[src/include/rv32i_macros.svh]
// ~~~~~~~~~~~~~~~~~~~~
// Shared constants for the RV32I pipelined core.
// Included by the package, the RTL and the testbench.
// ~~~~~~~~~~~~~~~~~~~~
`ifndef RV32I_MACROS_SVH
`define RV32I_MACROS_SVH

`define XLEN        32
`define NUM_REGS    32
`define RESET_PC    32'h0000_0000
`define NOP_INST    32'h0000_0013     // addi x0, x0, 0

// Opcode map, inst[6:0]
`define OP_R        7'b0110011
`define OP_I_ARITH  7'b0010011
`define OP_LOAD     7'b0000011
`define OP_STORE    7'b0100011
`define OP_BRANCH   7'b1100011
`define OP_LUI      7'b0110111
`define OP_AUIPC    7'b0010111
`define OP_JAL      7'b1101111

`endif

[src/hdl/rv32i_pkg.sv]
// ~~~~~~~~~~~~~~~~~~~~
// Common types of the RV32I core.
// Imported by every RTL module and the testbench.
// ~~~~~~~~~~~~~~~~~~~~
`include "rv32i_macros.svh"

package rv32i_pkg;

  typedef logic [`XLEN-1:0] word_t;     // Data or address word
  typedef logic [4:0]       reg_idx_t;  // Register number

  // ALU operation codes
  typedef enum logic [4:0] {
    ALU_ADD = 5'b00000,
    ALU_AND = 5'b00001,
    ALU_OR  = 5'b00010,
    ALU_XOR = 5'b00011,
    ALU_SLL = 5'b00100,
    ALU_SUB = 5'b10000
  } alu_op_t;

  // Execute operand source
  typedef enum logic [1:0] {
    FWD_NONE = 2'd0,   // Value read in decode
    FWD_MEM  = 2'd1,   // ALU result in memory stage
    FWD_WB   = 2'd2    // Writeback value
  } fwd_sel_t;

  // Branch funct3 encodings
  typedef enum logic [2:0] {
    BR_EQ  = 3'b000,
    BR_NE  = 3'b001,
    BR_LT  = 3'b100,
    BR_GE  = 3'b101,
    BR_LTU = 3'b110,
    BR_GEU = 3'b111
  } branch_cond_t;

endpackage

[src/hdl/rv32i_decoder.sv]
// ~~~~~~~~~~~~~~~~~~~~
// Instruction decoder of the RV32I core.
// Purely combinational, sits on the decode-stage instruction and
// returns control bits, ALU operation and sign-extended immediate.
// ~~~~~~~~~~~~~~~~~~~~
`timescale 1ns/1ps
`include "rv32i_macros.svh"

module rv32i_decoder (
  input  rv32i_pkg::word_t   inst,
  output logic               regwrite,
  output logic               alusrc,
  output logic               memtoreg,
  output logic               memwrite,
  output logic               branch,
  output logic               jal,
  output logic               auipc,
  output logic               lui,
  output rv32i_pkg::alu_op_t alu_op,
  output rv32i_pkg::word_t   imm
);
  import rv32i_pkg::*;

  logic [6:0] opcode;
  logic [2:0] funct3;
  logic       funct7_b5;  // Selects sub over add

  assign opcode    = inst[6:0];
  assign funct3    = inst[14:12];
  assign funct7_b5 = inst[30];

  always_comb
  begin
    {regwrite, alusrc, memtoreg, memwrite, branch, jal, auipc, lui} = 8'b0;
    alu_op = ALU_ADD;
    imm    = '0;
    case (opcode)
      `OP_R:
      begin
        regwrite = 1'b1;
        case ({funct7_b5, funct3})
          4'b1_000: alu_op = ALU_SUB;
          4'b0_111: alu_op = ALU_AND;
          4'b0_110: alu_op = ALU_OR;
          4'b0_100: alu_op = ALU_XOR;
          4'b0_001: alu_op = ALU_SLL;
          default:  alu_op = ALU_ADD;
        endcase
      end
      `OP_I_ARITH:
      begin
        {regwrite, alusrc} = 2'b11;
        imm = {{20{inst[31]}}, inst[31:20]};
        case (funct3)
          3'b111:  alu_op = ALU_AND;
          3'b110:  alu_op = ALU_OR;
          3'b100:  alu_op = ALU_XOR;
          3'b001:  alu_op = ALU_SLL;   // shamt sits in imm[4:0]
          default: alu_op = ALU_ADD;
        endcase
      end
      `OP_LOAD:
      begin
        {regwrite, alusrc, memtoreg} = 3'b111;
        imm = {{20{inst[31]}}, inst[31:20]};
      end
      `OP_STORE:
      begin
        {alusrc, memwrite} = 2'b11;
        imm = {{20{inst[31]}}, inst[31:25], inst[11:7]};
      end
      `OP_BRANCH:
      begin
        branch = 1'b1;
        alu_op = ALU_SUB;   // Flags come from rs1 - rs2
        imm    = {{20{inst[31]}}, inst[7], inst[30:25], inst[11:8], 1'b0};
      end
      `OP_JAL:
      begin
        {regwrite, jal} = 2'b11;
        imm = {{12{inst[31]}}, inst[19:12], inst[20], inst[30:21], 1'b0};
      end
      `OP_LUI:
      begin
        {regwrite, alusrc, lui} = 3'b111;
        imm = {inst[31:12], 12'b0};
      end
      `OP_AUIPC:
      begin
        {regwrite, alusrc, auipc} = 3'b111;
        imm = {inst[31:12], 12'b0};
      end
      default: ;  // Unknown opcode acts as a bubble
    endcase
  end

endmodule

[src/hdl/rv32i_regfile.sv]
// ~~~~~~~~~~~~~~~~~~~~
// Integer register file, two reads and one write.
// Read in decode, written from writeback with write-through.
// ~~~~~~~~~~~~~~~~~~~~
`timescale 1ns/1ps
`include "rv32i_macros.svh"

module rv32i_regfile (
  input  logic                clk,
  input  logic                reset,
  input  logic                we,
  input  rv32i_pkg::reg_idx_t rs1,
  input  rv32i_pkg::reg_idx_t rs2,
  input  rv32i_pkg::reg_idx_t rd,
  input  rv32i_pkg::word_t    rd_data,
  output rv32i_pkg::word_t    rs1_data,
  output rv32i_pkg::word_t    rs2_data
);
  import rv32i_pkg::*;

  word_t regs [`NUM_REGS];
  logic  wr_en;   // x0 stays untouched

  assign wr_en = we && (rd != '0);

  always_ff @(posedge clk or posedge reset)
  begin
    if (reset)
    begin
      for (int i = 0; i < `NUM_REGS; i++)
        regs[i] <= '0;
    end
    else if (wr_en)
      regs[rd] <= rd_data;
  end

  // Same-cycle bypass of the writeback value
  assign rs1_data = (wr_en && (rd == rs1)) ? rd_data : regs[rs1];
  assign rs2_data = (wr_en && (rd == rs2)) ? rd_data : regs[rs2];

  a_x0_zero: assert property (@(posedge clk) disable iff (reset)
    ((rs1 == '0) -> (rs1_data == '0)) && ((rs2 == '0) -> (rs2_data == '0)));

endmodule

[src/hdl/rv32i_alu.sv]
// ~~~~~~~~~~~~~~~~~~~~
// Execute-stage ALU with N, Z, C, V flags.
// Flags follow the shared adder, so branches use ALU_SUB.
// ~~~~~~~~~~~~~~~~~~~~
`timescale 1ns/1ps

module rv32i_alu (
  input  rv32i_pkg::word_t   a,
  input  rv32i_pkg::word_t   b,
  input  rv32i_pkg::alu_op_t op,
  output rv32i_pkg::word_t   result,
  output logic               n,
  output logic               z,
  output logic               c,
  output logic               v
);
  import rv32i_pkg::*;

  localparam int W = $bits(word_t);

  logic       sub;
  word_t      b_eff;
  logic [W:0] sum;   // Extra bit holds carry-out

  assign sub   = (op == ALU_SUB);
  assign b_eff = sub ? ~b : b;
  assign sum   = {1'b0, a} + {1'b0, b_eff} + {{W{1'b0}}, sub};

  always_comb
  begin
    case (op)
      ALU_ADD, ALU_SUB: result = sum[W-1:0];
      ALU_AND:          result = a & b;
      ALU_OR:           result = a | b;
      ALU_XOR:          result = a ^ b;
      ALU_SLL:          result = a << b[4:0];
      default:          result = '0;
    endcase
  end

  assign n = sum[W-1];
  assign z = (sum[W-1:0] == '0);
  assign c = sum[W];   // On subtract, set means no borrow
  assign v = (a[W-1] == b_eff[W-1]) && (sum[W-1] != a[W-1]);

endmodule

[src/hdl/rv32i_hazard_unit.sv]
// ~~~~~~~~~~~~~~~~~~~~
// Pipeline hazard logic.
// Flags a load-use stall and picks the forwarding source
// for both execute operands, the second one also feeds store data.
// ~~~~~~~~~~~~~~~~~~~~
`timescale 1ns/1ps

module rv32i_hazard_unit (
  input  rv32i_pkg::reg_idx_t rs1_id,
  input  rv32i_pkg::reg_idx_t rs2_id,
  input  rv32i_pkg::reg_idx_t rs1_ex,
  input  rv32i_pkg::reg_idx_t rs2_ex,
  input  rv32i_pkg::reg_idx_t rd_ex,
  input  rv32i_pkg::reg_idx_t rd_mem,
  input  rv32i_pkg::reg_idx_t rd_wb,
  input  logic                memtoreg_ex,
  input  logic                regwrite_mem,
  input  logic                memtoreg_mem,
  input  logic                regwrite_wb,
  output logic                stall,
  output rv32i_pkg::fwd_sel_t fwd_a,
  output rv32i_pkg::fwd_sel_t fwd_b
);
  import rv32i_pkg::*;

  // Newest producer wins, a load in memory stage has no data yet
  function automatic fwd_sel_t pick_source(input reg_idx_t rs);
    fwd_sel_t sel;
    if (regwrite_mem && !memtoreg_mem && (rd_mem != '0) && (rd_mem == rs))
      sel = FWD_MEM;
    else if (regwrite_wb && (rd_wb != '0) && (rd_wb == rs))
      sel = FWD_WB;
    else
      sel = FWD_NONE;
    return sel;
  endfunction

  assign fwd_a = pick_source(rs1_ex);
  assign fwd_b = pick_source(rs2_ex);

  // Load in execute feeding the instruction in decode
  assign stall = memtoreg_ex && (rd_ex != '0) &&
                 ((rd_ex == rs1_id) || (rd_ex == rs2_id));

endmodule

[src/hdl/rv32i_core.sv]
// ~~~~~~~~~~~~~~~~~~~~
// Five-stage pipelined RV32I core, top level.
// Fetch, decode, execute, memory and writeback with forwarding,
// load-use interlock and execute-stage branch resolution.
// Instruction and data memories sit outside and answer in-cycle.
// ~~~~~~~~~~~~~~~~~~~~
`timescale 1ns/1ps
`include "rv32i_macros.svh"

module rv32i_core (
  input  logic             clk,
  input  logic             reset,
  output rv32i_pkg::word_t pc,
  input  rv32i_pkg::word_t inst,
  output logic             mem_write,
  output rv32i_pkg::word_t mem_addr,
  output rv32i_pkg::word_t mem_wdata,
  input  rv32i_pkg::word_t mem_rdata
);
  import rv32i_pkg::*;

  // Fetch/decode
  word_t    inst_id, pc_id;
  reg_idx_t rs1_id, rs2_id, rd_id;
  logic     regwrite_id, alusrc_id, memtoreg_id, memwrite_id;
  logic     branch_id, jal_id, auipc_id, lui_id;
  alu_op_t  alu_op_id;
  word_t    imm_id, rs1_data_id, rs2_data_id;

  // Decode/execute
  logic         regwrite_ex, alusrc_ex, memtoreg_ex, memwrite_ex;
  logic         branch_ex, jal_ex, auipc_ex, lui_ex;
  alu_op_t      alu_op_ex;
  branch_cond_t br_cond_ex;
  word_t        rs1_val_ex, rs2_val_ex, imm_ex, pc_ex;
  reg_idx_t     rs1_ex, rs2_ex, rd_ex;

  // Execute datapath
  fwd_sel_t fwd_a, fwd_b;
  word_t    rs1_fwd, rs2_fwd, alu_a, alu_b, alu_ex, target_ex;
  logic     flag_n, flag_z, flag_c, flag_v;
  logic     cond_met, br_taken, redirect, stall;

  // Execute/memory and memory/writeback
  logic     regwrite_mem, memtoreg_mem, memwrite_mem, jal_mem;
  word_t    alu_mem, wdata_mem, pc_mem;
  reg_idx_t rd_mem;
  logic     regwrite_wb, memtoreg_wb, jal_wb;
  word_t    alu_wb, rdata_wb, pc_wb, wb_data;
  reg_idx_t rd_wb;

  // Fetch
  always_ff @(posedge clk or posedge reset)
  begin
    if (reset)
      pc <= `RESET_PC;
    else if (redirect)
      pc <= target_ex;
    else if (!stall)
      pc <= pc + word_t'(4);
  end

  always_ff @(posedge clk or posedge reset)
  begin
    if (reset)
      inst_id <= `NOP_INST;
    else if (redirect)
      inst_id <= `NOP_INST;   // Squash the fetched instruction
    else if (!stall)
      inst_id <= inst;
  end

  always_ff @(posedge clk)
  begin
    if (!stall)
      pc_id <= pc;
  end

  // Decode
  assign rs1_id = inst_id[19:15];
  assign rs2_id = inst_id[24:20];
  assign rd_id  = inst_id[11:7];

  rv32i_decoder u_decoder (
    .inst     (inst_id),
    .regwrite (regwrite_id),
    .alusrc   (alusrc_id),
    .memtoreg (memtoreg_id),
    .memwrite (memwrite_id),
    .branch   (branch_id),
    .jal      (jal_id),
    .auipc    (auipc_id),
    .lui      (lui_id),
    .alu_op   (alu_op_id),
    .imm      (imm_id)
  );

  rv32i_regfile u_regfile (
    .clk      (clk),
    .reset    (reset),
    .we       (regwrite_wb),
    .rs1      (rs1_id),
    .rs2      (rs2_id),
    .rd       (rd_wb),
    .rd_data  (wb_data),
    .rs1_data (rs1_data_id),
    .rs2_data (rs2_data_id)
  );

  rv32i_hazard_unit u_hazard (
    .rs1_id       (rs1_id),
    .rs2_id       (rs2_id),
    .rs1_ex       (rs1_ex),
    .rs2_ex       (rs2_ex),
    .rd_ex        (rd_ex),
    .rd_mem       (rd_mem),
    .rd_wb        (rd_wb),
    .memtoreg_ex  (memtoreg_ex),
    .regwrite_mem (regwrite_mem),
    .memtoreg_mem (memtoreg_mem),
    .regwrite_wb  (regwrite_wb),
    .stall        (stall),
    .fwd_a        (fwd_a),
    .fwd_b        (fwd_b)
  );

  // Bubble on load-use or on a redirect from execute
  always_ff @(posedge clk or posedge reset)
  begin
    if (reset)
    begin
      {regwrite_ex, alusrc_ex, memtoreg_ex, memwrite_ex} <= 4'b0;
      {branch_ex, jal_ex, auipc_ex, lui_ex} <= 4'b0;
      alu_op_ex  <= ALU_ADD;
      br_cond_ex <= BR_EQ;
    end
    else if (stall || redirect)
    begin
      {regwrite_ex, alusrc_ex, memtoreg_ex, memwrite_ex} <= 4'b0;
      {branch_ex, jal_ex, auipc_ex, lui_ex} <= 4'b0;
      alu_op_ex  <= ALU_ADD;
      br_cond_ex <= BR_EQ;
    end
    else
    begin
      {regwrite_ex, alusrc_ex, memtoreg_ex, memwrite_ex} <=
        {regwrite_id, alusrc_id, memtoreg_id, memwrite_id};
      {branch_ex, jal_ex, auipc_ex, lui_ex} <= {branch_id, jal_id, auipc_id, lui_id};
      alu_op_ex  <= alu_op_id;
      br_cond_ex <= branch_cond_t'(inst_id[14:12]);
    end
  end

  always_ff @(posedge clk)
  begin
    rs1_val_ex <= rs1_data_id;
    rs2_val_ex <= rs2_data_id;
    imm_ex     <= imm_id;
    pc_ex      <= pc_id;
    rs1_ex     <= rs1_id;
    rs2_ex     <= rs2_id;
    rd_ex      <= rd_id;
  end

  // Execute
  always_comb
  begin
    case (fwd_a)
      FWD_MEM: rs1_fwd = alu_mem;
      FWD_WB:  rs1_fwd = wb_data;
      default: rs1_fwd = rs1_val_ex;
    endcase
    case (fwd_b)
      FWD_MEM: rs2_fwd = alu_mem;
      FWD_WB:  rs2_fwd = wb_data;
      default: rs2_fwd = rs2_val_ex;
    endcase
  end

  assign alu_a = auipc_ex ? pc_ex : (lui_ex ? '0 : rs1_fwd);
  assign alu_b = alusrc_ex ? imm_ex : rs2_fwd;

  rv32i_alu u_alu (
    .a      (alu_a),
    .b      (alu_b),
    .op     (alu_op_ex),
    .result (alu_ex),
    .n      (flag_n),
    .z      (flag_z),
    .c      (flag_c),
    .v      (flag_v)
  );

  always_comb
  begin
    case (br_cond_ex)
      BR_EQ:   cond_met = flag_z;
      BR_NE:   cond_met = !flag_z;
      BR_LT:   cond_met = (flag_n != flag_v);
      BR_GE:   cond_met = (flag_n == flag_v);
      BR_LTU:  cond_met = !flag_c;
      BR_GEU:  cond_met = flag_c;
      default: cond_met = 1'b0;
    endcase
  end

  assign br_taken  = branch_ex && cond_met;
  assign redirect  = br_taken || jal_ex;
  assign target_ex = pc_ex + imm_ex;   // B or J immediate, picked in decode

  // Memory
  always_ff @(posedge clk or posedge reset)
  begin
    if (reset)
      {regwrite_mem, memtoreg_mem, memwrite_mem, jal_mem} <= 4'b0;
    else
      {regwrite_mem, memtoreg_mem, memwrite_mem, jal_mem} <=
        {regwrite_ex, memtoreg_ex, memwrite_ex, jal_ex};
  end

  always_ff @(posedge clk)
  begin
    alu_mem   <= alu_ex;
    wdata_mem <= rs2_fwd;   // Store data after forwarding
    rd_mem    <= rd_ex;
    pc_mem    <= pc_ex;
  end

  assign mem_write = memwrite_mem;
  assign mem_addr  = alu_mem;
  assign mem_wdata = wdata_mem;

  // Writeback
  always_ff @(posedge clk or posedge reset)
  begin
    if (reset)
      {regwrite_wb, memtoreg_wb, jal_wb} <= 3'b0;
    else
      {regwrite_wb, memtoreg_wb, jal_wb} <= {regwrite_mem, memtoreg_mem, jal_mem};
  end

  always_ff @(posedge clk)
  begin
    alu_wb   <= alu_mem;
    rdata_wb <= mem_rdata;
    rd_wb    <= rd_mem;
    pc_wb    <= pc_mem;
  end

  assign wb_data = jal_wb ? (pc_wb + word_t'(4)) : (memtoreg_wb ? rdata_wb : alu_wb);

  a_pc_aligned: assert property (@(posedge clk) disable iff (reset)
    pc[1:0] == 2'b00);

  a_store_aligned: assert property (@(posedge clk) disable iff (reset)
    mem_write |-> (mem_addr[1:0] == 2'b00));

endmodule

[config.mk]
export PLATFORM = sky130hd
export DESIGN_NAME = rv32i_core
export DESIGN_NICKNAME = d
export VERILOG_FILES = /design/src/hdl/rv32i_pkg.sv /design/src/hdl/rv32i_decoder.sv /design/src/hdl/rv32i_regfile.sv /design/src/hdl/rv32i_alu.sv /design/src/hdl/rv32i_hazard_unit.sv /design/src/hdl/rv32i_core.sv
export VERILOG_INCLUDE_DIRS = /design/src /design/src/include
export SDC_FILE = /design/constraint.sdc
export NUM_CORES = 2
export LEC_CHECK = 0
export BUFFER_PORTS_ARGS = -buffer_cell sky130_fd_sc_hd__buf_2
export CAP_MARGIN = 20
export CORE_MARGIN = 2
export CORE_UTILIZATION = 55
export DETAILED_ROUTE_END_ITERATION = 7
export GPL_ROUTABILITY_DRIVEN = 0
export PLACE_DENSITY = 0.77
export SYNTH_ARGS = -nofsm -noshare
export SYNTH_HDL_FRONTEND = slang
export SYNTH_SLANG_ARGS = --single-unit
export TNS_END_PERCENT = 20
[constraint.sdc]
create_clock -name clk -period 92.3 [get_ports clk]
set_input_delay 9.23 -clock clk [delete_from_list [all_inputs] [get_ports clk]]
set_output_delay 9.23 -clock clk [all_outputs]
set_load 0.02 [all_outputs]
Word-level counts from Yosys, hierarchy flattened

Index checks and enable logic that the tools add are counted.

Shift operators: 1
Magnitude comparators: 4
Bitwise gates (word level): 7
Reduce and logical (&&, ||, !) cells: 31
Multiplexer cells: 51
Equal/unequal tests: 44
Add/sub/neg operators: 5

Operator list:

| cell                                                     | number |
|---|---|
| bitwise mux 1024 bit                                     | 1 |
| 2-to-1 mux 32 bit                                        | 17 |
| binary-select mux 32 bit (select 5 bit)                  | 2 |
| case mux 32 bit (5 select lines)                         | 2 |
| demux 32 bit (select 5 bit)                              | 1 |
| case mux 32 bit (2 select lines)                         | 2 |
| adder 32 x 3 -> 32 bit, second input constant            | 2 |
| == test 5 bit                                            | 8 |
| adder 32 x 32 -> 33 bit                                  | 1 |
| adder 33 x 1 -> 33 bit                                   | 1 |
| adder 32 bit                                             | 1 |
| AND 32 bit                                               | 1 |
| zero test 32 bit                                         | 1 |
| NOT 32 bit                                               | 1 |
| bitwise OR 32 bit                                        | 1 |
| << shifter 32 x 5 -> 32 bit                              | 1 |
| bitwise XOR 32 bit                                       | 1 |
| case mux 5 bit (5 select lines)                          | 1 |
| == test 3 bit, second input constant                     | 7 |
| == test 7 x 6 -> 1 bit, second input constant            | 3 |
| greater-or-equal comparator 6 bit, second input constant | 3 |
| NOT 5 -> 6 bit                                           | 3 |
| 2-to-1 mux 1 bit                                         | 16 |
| case mux 5 bit (3 select lines)                          | 1 |
| 31 further kinds                                         | 65 |

Word-level logic and storage cells: 210
Output and inout port bits: 97
Input port bits: 66
Register bits after elaboration: 1488

Logic depth before layout (Yosys ltp)

Depth after elaboration: 20
Gate-level depth with buffers: 39
Mapped depth without buffers: 33

Cells and area by module

Synthesis repeated with hierarchy kept, for this count alone.

Cell total of the unflattened synthesis: 5898
Area total of the unflattened synthesis: 76723.6 um^2

By module, submodules not included:

| module            | times used | area an instance (um^2) | seq. area each (um^2) | cells an instance |
|---|---|---|---|---|
| rv32i_regfile     | 1          | 53407.5                 | 25624.6               | 3435 |
| rv32i_core        | 1          | 16779.8                 | 10048.4               | 1520 |
| rv32i_alu         | 1          | 5571.6                  | 0.0                   | 807 |
| rv32i_decoder     | 1          | 566.8                   | 0.0                   | 86 |
| rv32i_hazard_unit | 1          | 397.9                   | 0.0                   | 50 |

Worst setup path after synthesis

No wires, ideal clock.

Path kind: reg2out
From: register pc[8]
To: output port pc[8]
Slack: 82.566 ns
Required time: 83.070 ns
Data arrival time: 0.504 ns
Cell stages (with the launch flop): 1
Buffers on the path: 0
Cells stage by stage: dfrtp_1

RTL lines:

| element                | RTL line         | RTL |
|---|---|---|
| from (decl)            | rv32i_core.sv:13 | `output rv32i_pkg::word_t pc,` |
| from (signal assigned) | rv32i_core.sv:56 | `` pc <= `RESET_PC; `` |
| from (signal assigned) | rv32i_core.sv:58 | `pc <= target_ex;` |
| from (signal assigned) | rv32i_core.sv:60 | `pc <= pc + word_t'(4);` |

No word-level cell between the ends.

==> results.json <==
{
  "setup_viol_count_final": 0,
  "avgSynthCellArea_um2": 11.1,
  "path_clk_slew_ns": 0.06,
  "postRouteAntennaNets": 0,
  "cts_max_path_buffers": 3,
  "drv_cap": 0,
  "grt_usage_pct": 34.7,
  "drive_above_1_share_pct": 19.0,
  "cts_setup_buffers": 0,
  "fp.dieH_um": 373,
  "hold_viol_final": 0,
  "htreeDepth": 4,
  "route.detailed.drc": 22,
  "cts_sinks": 1487,
  "antenna_found_initial": 9,
  "synth_cell_types": 90,
  "ir_drop_v": 0.0000211,
  "critPathCaptureType": "async pin",
  "synthAdderAreaFrac_pct": 2.24,
  "path_cells": "buf_2, inv_8, buf_4, buf_4, buf_4",
  "met2_usage_pct": 50.2,
  "wl_per_cell_um": 28.6,
  "grt.busiest_layer": "met2",
  "clock_latency_ns": 0.82,
  "critPathTopFamily": "buffers and inverters",
  "yosys_most_used_dff": "dfrtp_1",
  "via_per_inst": 6.88,
  "grt.overflow.total": 0,
  "synth_xor_area_share_pct": 1.95,
  "min_to": "pc_wb[0]$_DFF_P_",
  "worstPathArrival_ns": 12.67,
  "synth_common_cells": "1,217 x nand2_1, 1,120 x o21ai_0, 1,107 x dfrtp_1, 640 x mux4_2, 538 x clkbuf_1",
  "synthMuxAreaShare_pct": 21.6,
  "synth_compound_area_share_pct": 13.2,
  "reg2reg_to": "pc[16]$_DFFE_PP0P_",
  "post-route-min-period_ns": 11.95,
  "yosysWarnings": 0,
  "netlist.area_leader.share_pct": 37.0,
  "synth_nets": 6961,
  "firstDrtPassIters": 8,
  "slowest_delay_ns": 0.91,
  "largest-register": "u_regfile.regs",
  "r2r_start": "memtoreg_wb$_DFF_PP0_",
  "synth_edf_count": 32,
  "synthToLayoutAreaGrowth_pct": 9.39,
  "grt_pass1_vias": 57600,
  "fin_skew_ns": 0.0285,
  "finalMaxSlewViolations": 0,
  "port-buffer-count": 162,
  "largest_reg_flops": 1024,
  "holdBufCountCts": 0,
  "syn_area_um2": 74900,
  "hold_path_depth": 0,
  "power.density_nw_per_um2": 17.1,
  "hpwl_um": 148000,
  "syn_inst": 6763,
  "required_ns": 93.02,
  "violations": "DRC",
  "r2r.worst_path.cells": 34,
  "grt_pass1_wl_um": 363000,
  "synth_top_family_by_area": "multiplexers",
  "async_flop_share_pct": 74.6,
  "grt_max_degree": 173,
  "max_freq_mhz": 83.7,
  "rows": 135,
  "root_buffer": "clkbuf_16",
  "tritoncts": "yes",
  "hp-class": "flop to flop",
  "synthSimpleGateAreaFrac_pct": 9.68,
  "r2r_slack_ns": 82.24,
  "cts_buffers": 147,
  "io_pins": 163,
  "die_area_um2": 139000,
  "leakagePower_nw": 34.1,
  "gr-usage-met1_pct": 45.6,
  "drt_iter0_markers": 8507,
  "min_period_over_period_pct": 12.9,
  "drt_wl_total_um": 243000,
  "synth.most_common_cell": "nand2_1",
  "tns_ns": 0,
  "synth_area_leaders": "dfrtp_1 37%, mux4_2 19%, dfxtp_1 9.2%",
  "utilization_pct": 60.5,
  "worstSetupStartpointType": "input pin",
  "coreArea_um2": 135000,
  "start_util_pct": 55.3,
  "crit_path_frequent_cell": "buf_4",
  "critPathKind": "input pin to async pin",
  "nets": 6776,
  "die_w_um": 373,
  "synth_top_cell_by_area": "dfrtp_1",
  "cpMaxStageDelayCell": "buf_4",
  "status": "complete, but fails checks",
  "path_max_fanout": 115,
  "maxSlewHeadroom_pct": 21.6,
  "rsz0062_at_grt": "no",
  "critPathBufInv": 5,
  "cts_resized": 0,
  "hp-start": "pc_mem[0]$_DFF_P_",
  "synth_seq_area_share_pct": 47.6,
  "num_vias": 58400,
  "ys_ff_latch": 1487,
  "tightestPinTransition_ns": 1.18,
  "met3_usage_pct": 11.1
}
-- worst max-delay path by stage --
stage                              to  depth (start not counted)  slack, ns  startpoint
6_report             jal_wb$_DFF_PP0_                          5      80.35       reset
5_1_grt              jal_wb$_DFF_PP0_                          5      79.74       reset
4_1_cts              jal_wb$_DFF_PP0_                          5      80.16       reset
3_5_place_dp         jal_wb$_DFF_PP0_                          5      79.31       reset
3_3_place_gp         jal_wb$_DFF_PP0_                          5      79.39       reset
2_1_floorplan  alu_op_ex[0]$_DFF_PP0_                          1      51.82       reset
-- cell type report --
cell class,instances,area [um2]
fill,10200,53400
timing repair buffer,281,1860
tap,1781,2230
sequential,1487,35700
antenna,2,5.00
inverter,105,402
clock buffer,228,4370
multi-input combinational,4556,36700
clock inverter,47,598
-- cells by family after synthesis --
group           after synthesis
xor+xnor                    167
flops                      1487
mux                         809
buf+inv                     720
compound gates             1732
simple gates               1716
fa+ha+maj                   132
-- layout by cell type, fill, tap and decap left out, types with 55 or more instances in the layout --
| master | n |
|---|---|
| mux2i_1 | 140 |
| nor2b_1 | 82 |
| mux4_2 | 640 |
| o21ai_0 | 1120 |
| buf_4 | 107 |
| clkbuf_16 | 154 |
| a21o_1 | 55 |
| ha_1 | 129 |
| dfrtp_1 | 1095 |
| xor2_1 | 63 |
| nor2_1 | 164 |
| nand2_1 | 1186 |
| dfxtp_1 | 345 |
| a21oi_1 | 179 |
| inv_1 | 100 |
| xnor2_1 | 104 |
| buf_2 | 162 |
| a211oi_1 | 83 |
-- through the flow --
stage / instance area (um2) / total power [mW] / instances / setup slack (ns) / hold slack [ns]
finish: 81900 / 1.40 / 8487 / 80.35 / 0.327
floorplan: 74900 / 0.753 / 6763 / 51.82 / 0.310
global route: 81900 / 1.43 / 8486 / 79.74 / 0.330
detailed placement: 76800 / 0.787 / 8206 / 79.31 / 0.312
CTS: 81800 / 1.40 / 8481 / 80.16 / 0.326
global placement: 76800 / 0.784 / 8204 / 79.39 / 0.310
-- layer usage --
metal	up-vias	wire length [um]
met5	-	154
li1	24200	-
met3	976	32200
met2	4056	106000
met1	29100	87400
met4	10	17200
-- power by group --
group,switching (mW),internal (mW)
registers,0.0227,0.667
clock network,0.266,0.357
logic,0.0574,0.0312
Note: power is estimated with default switching activity, not from simulation.
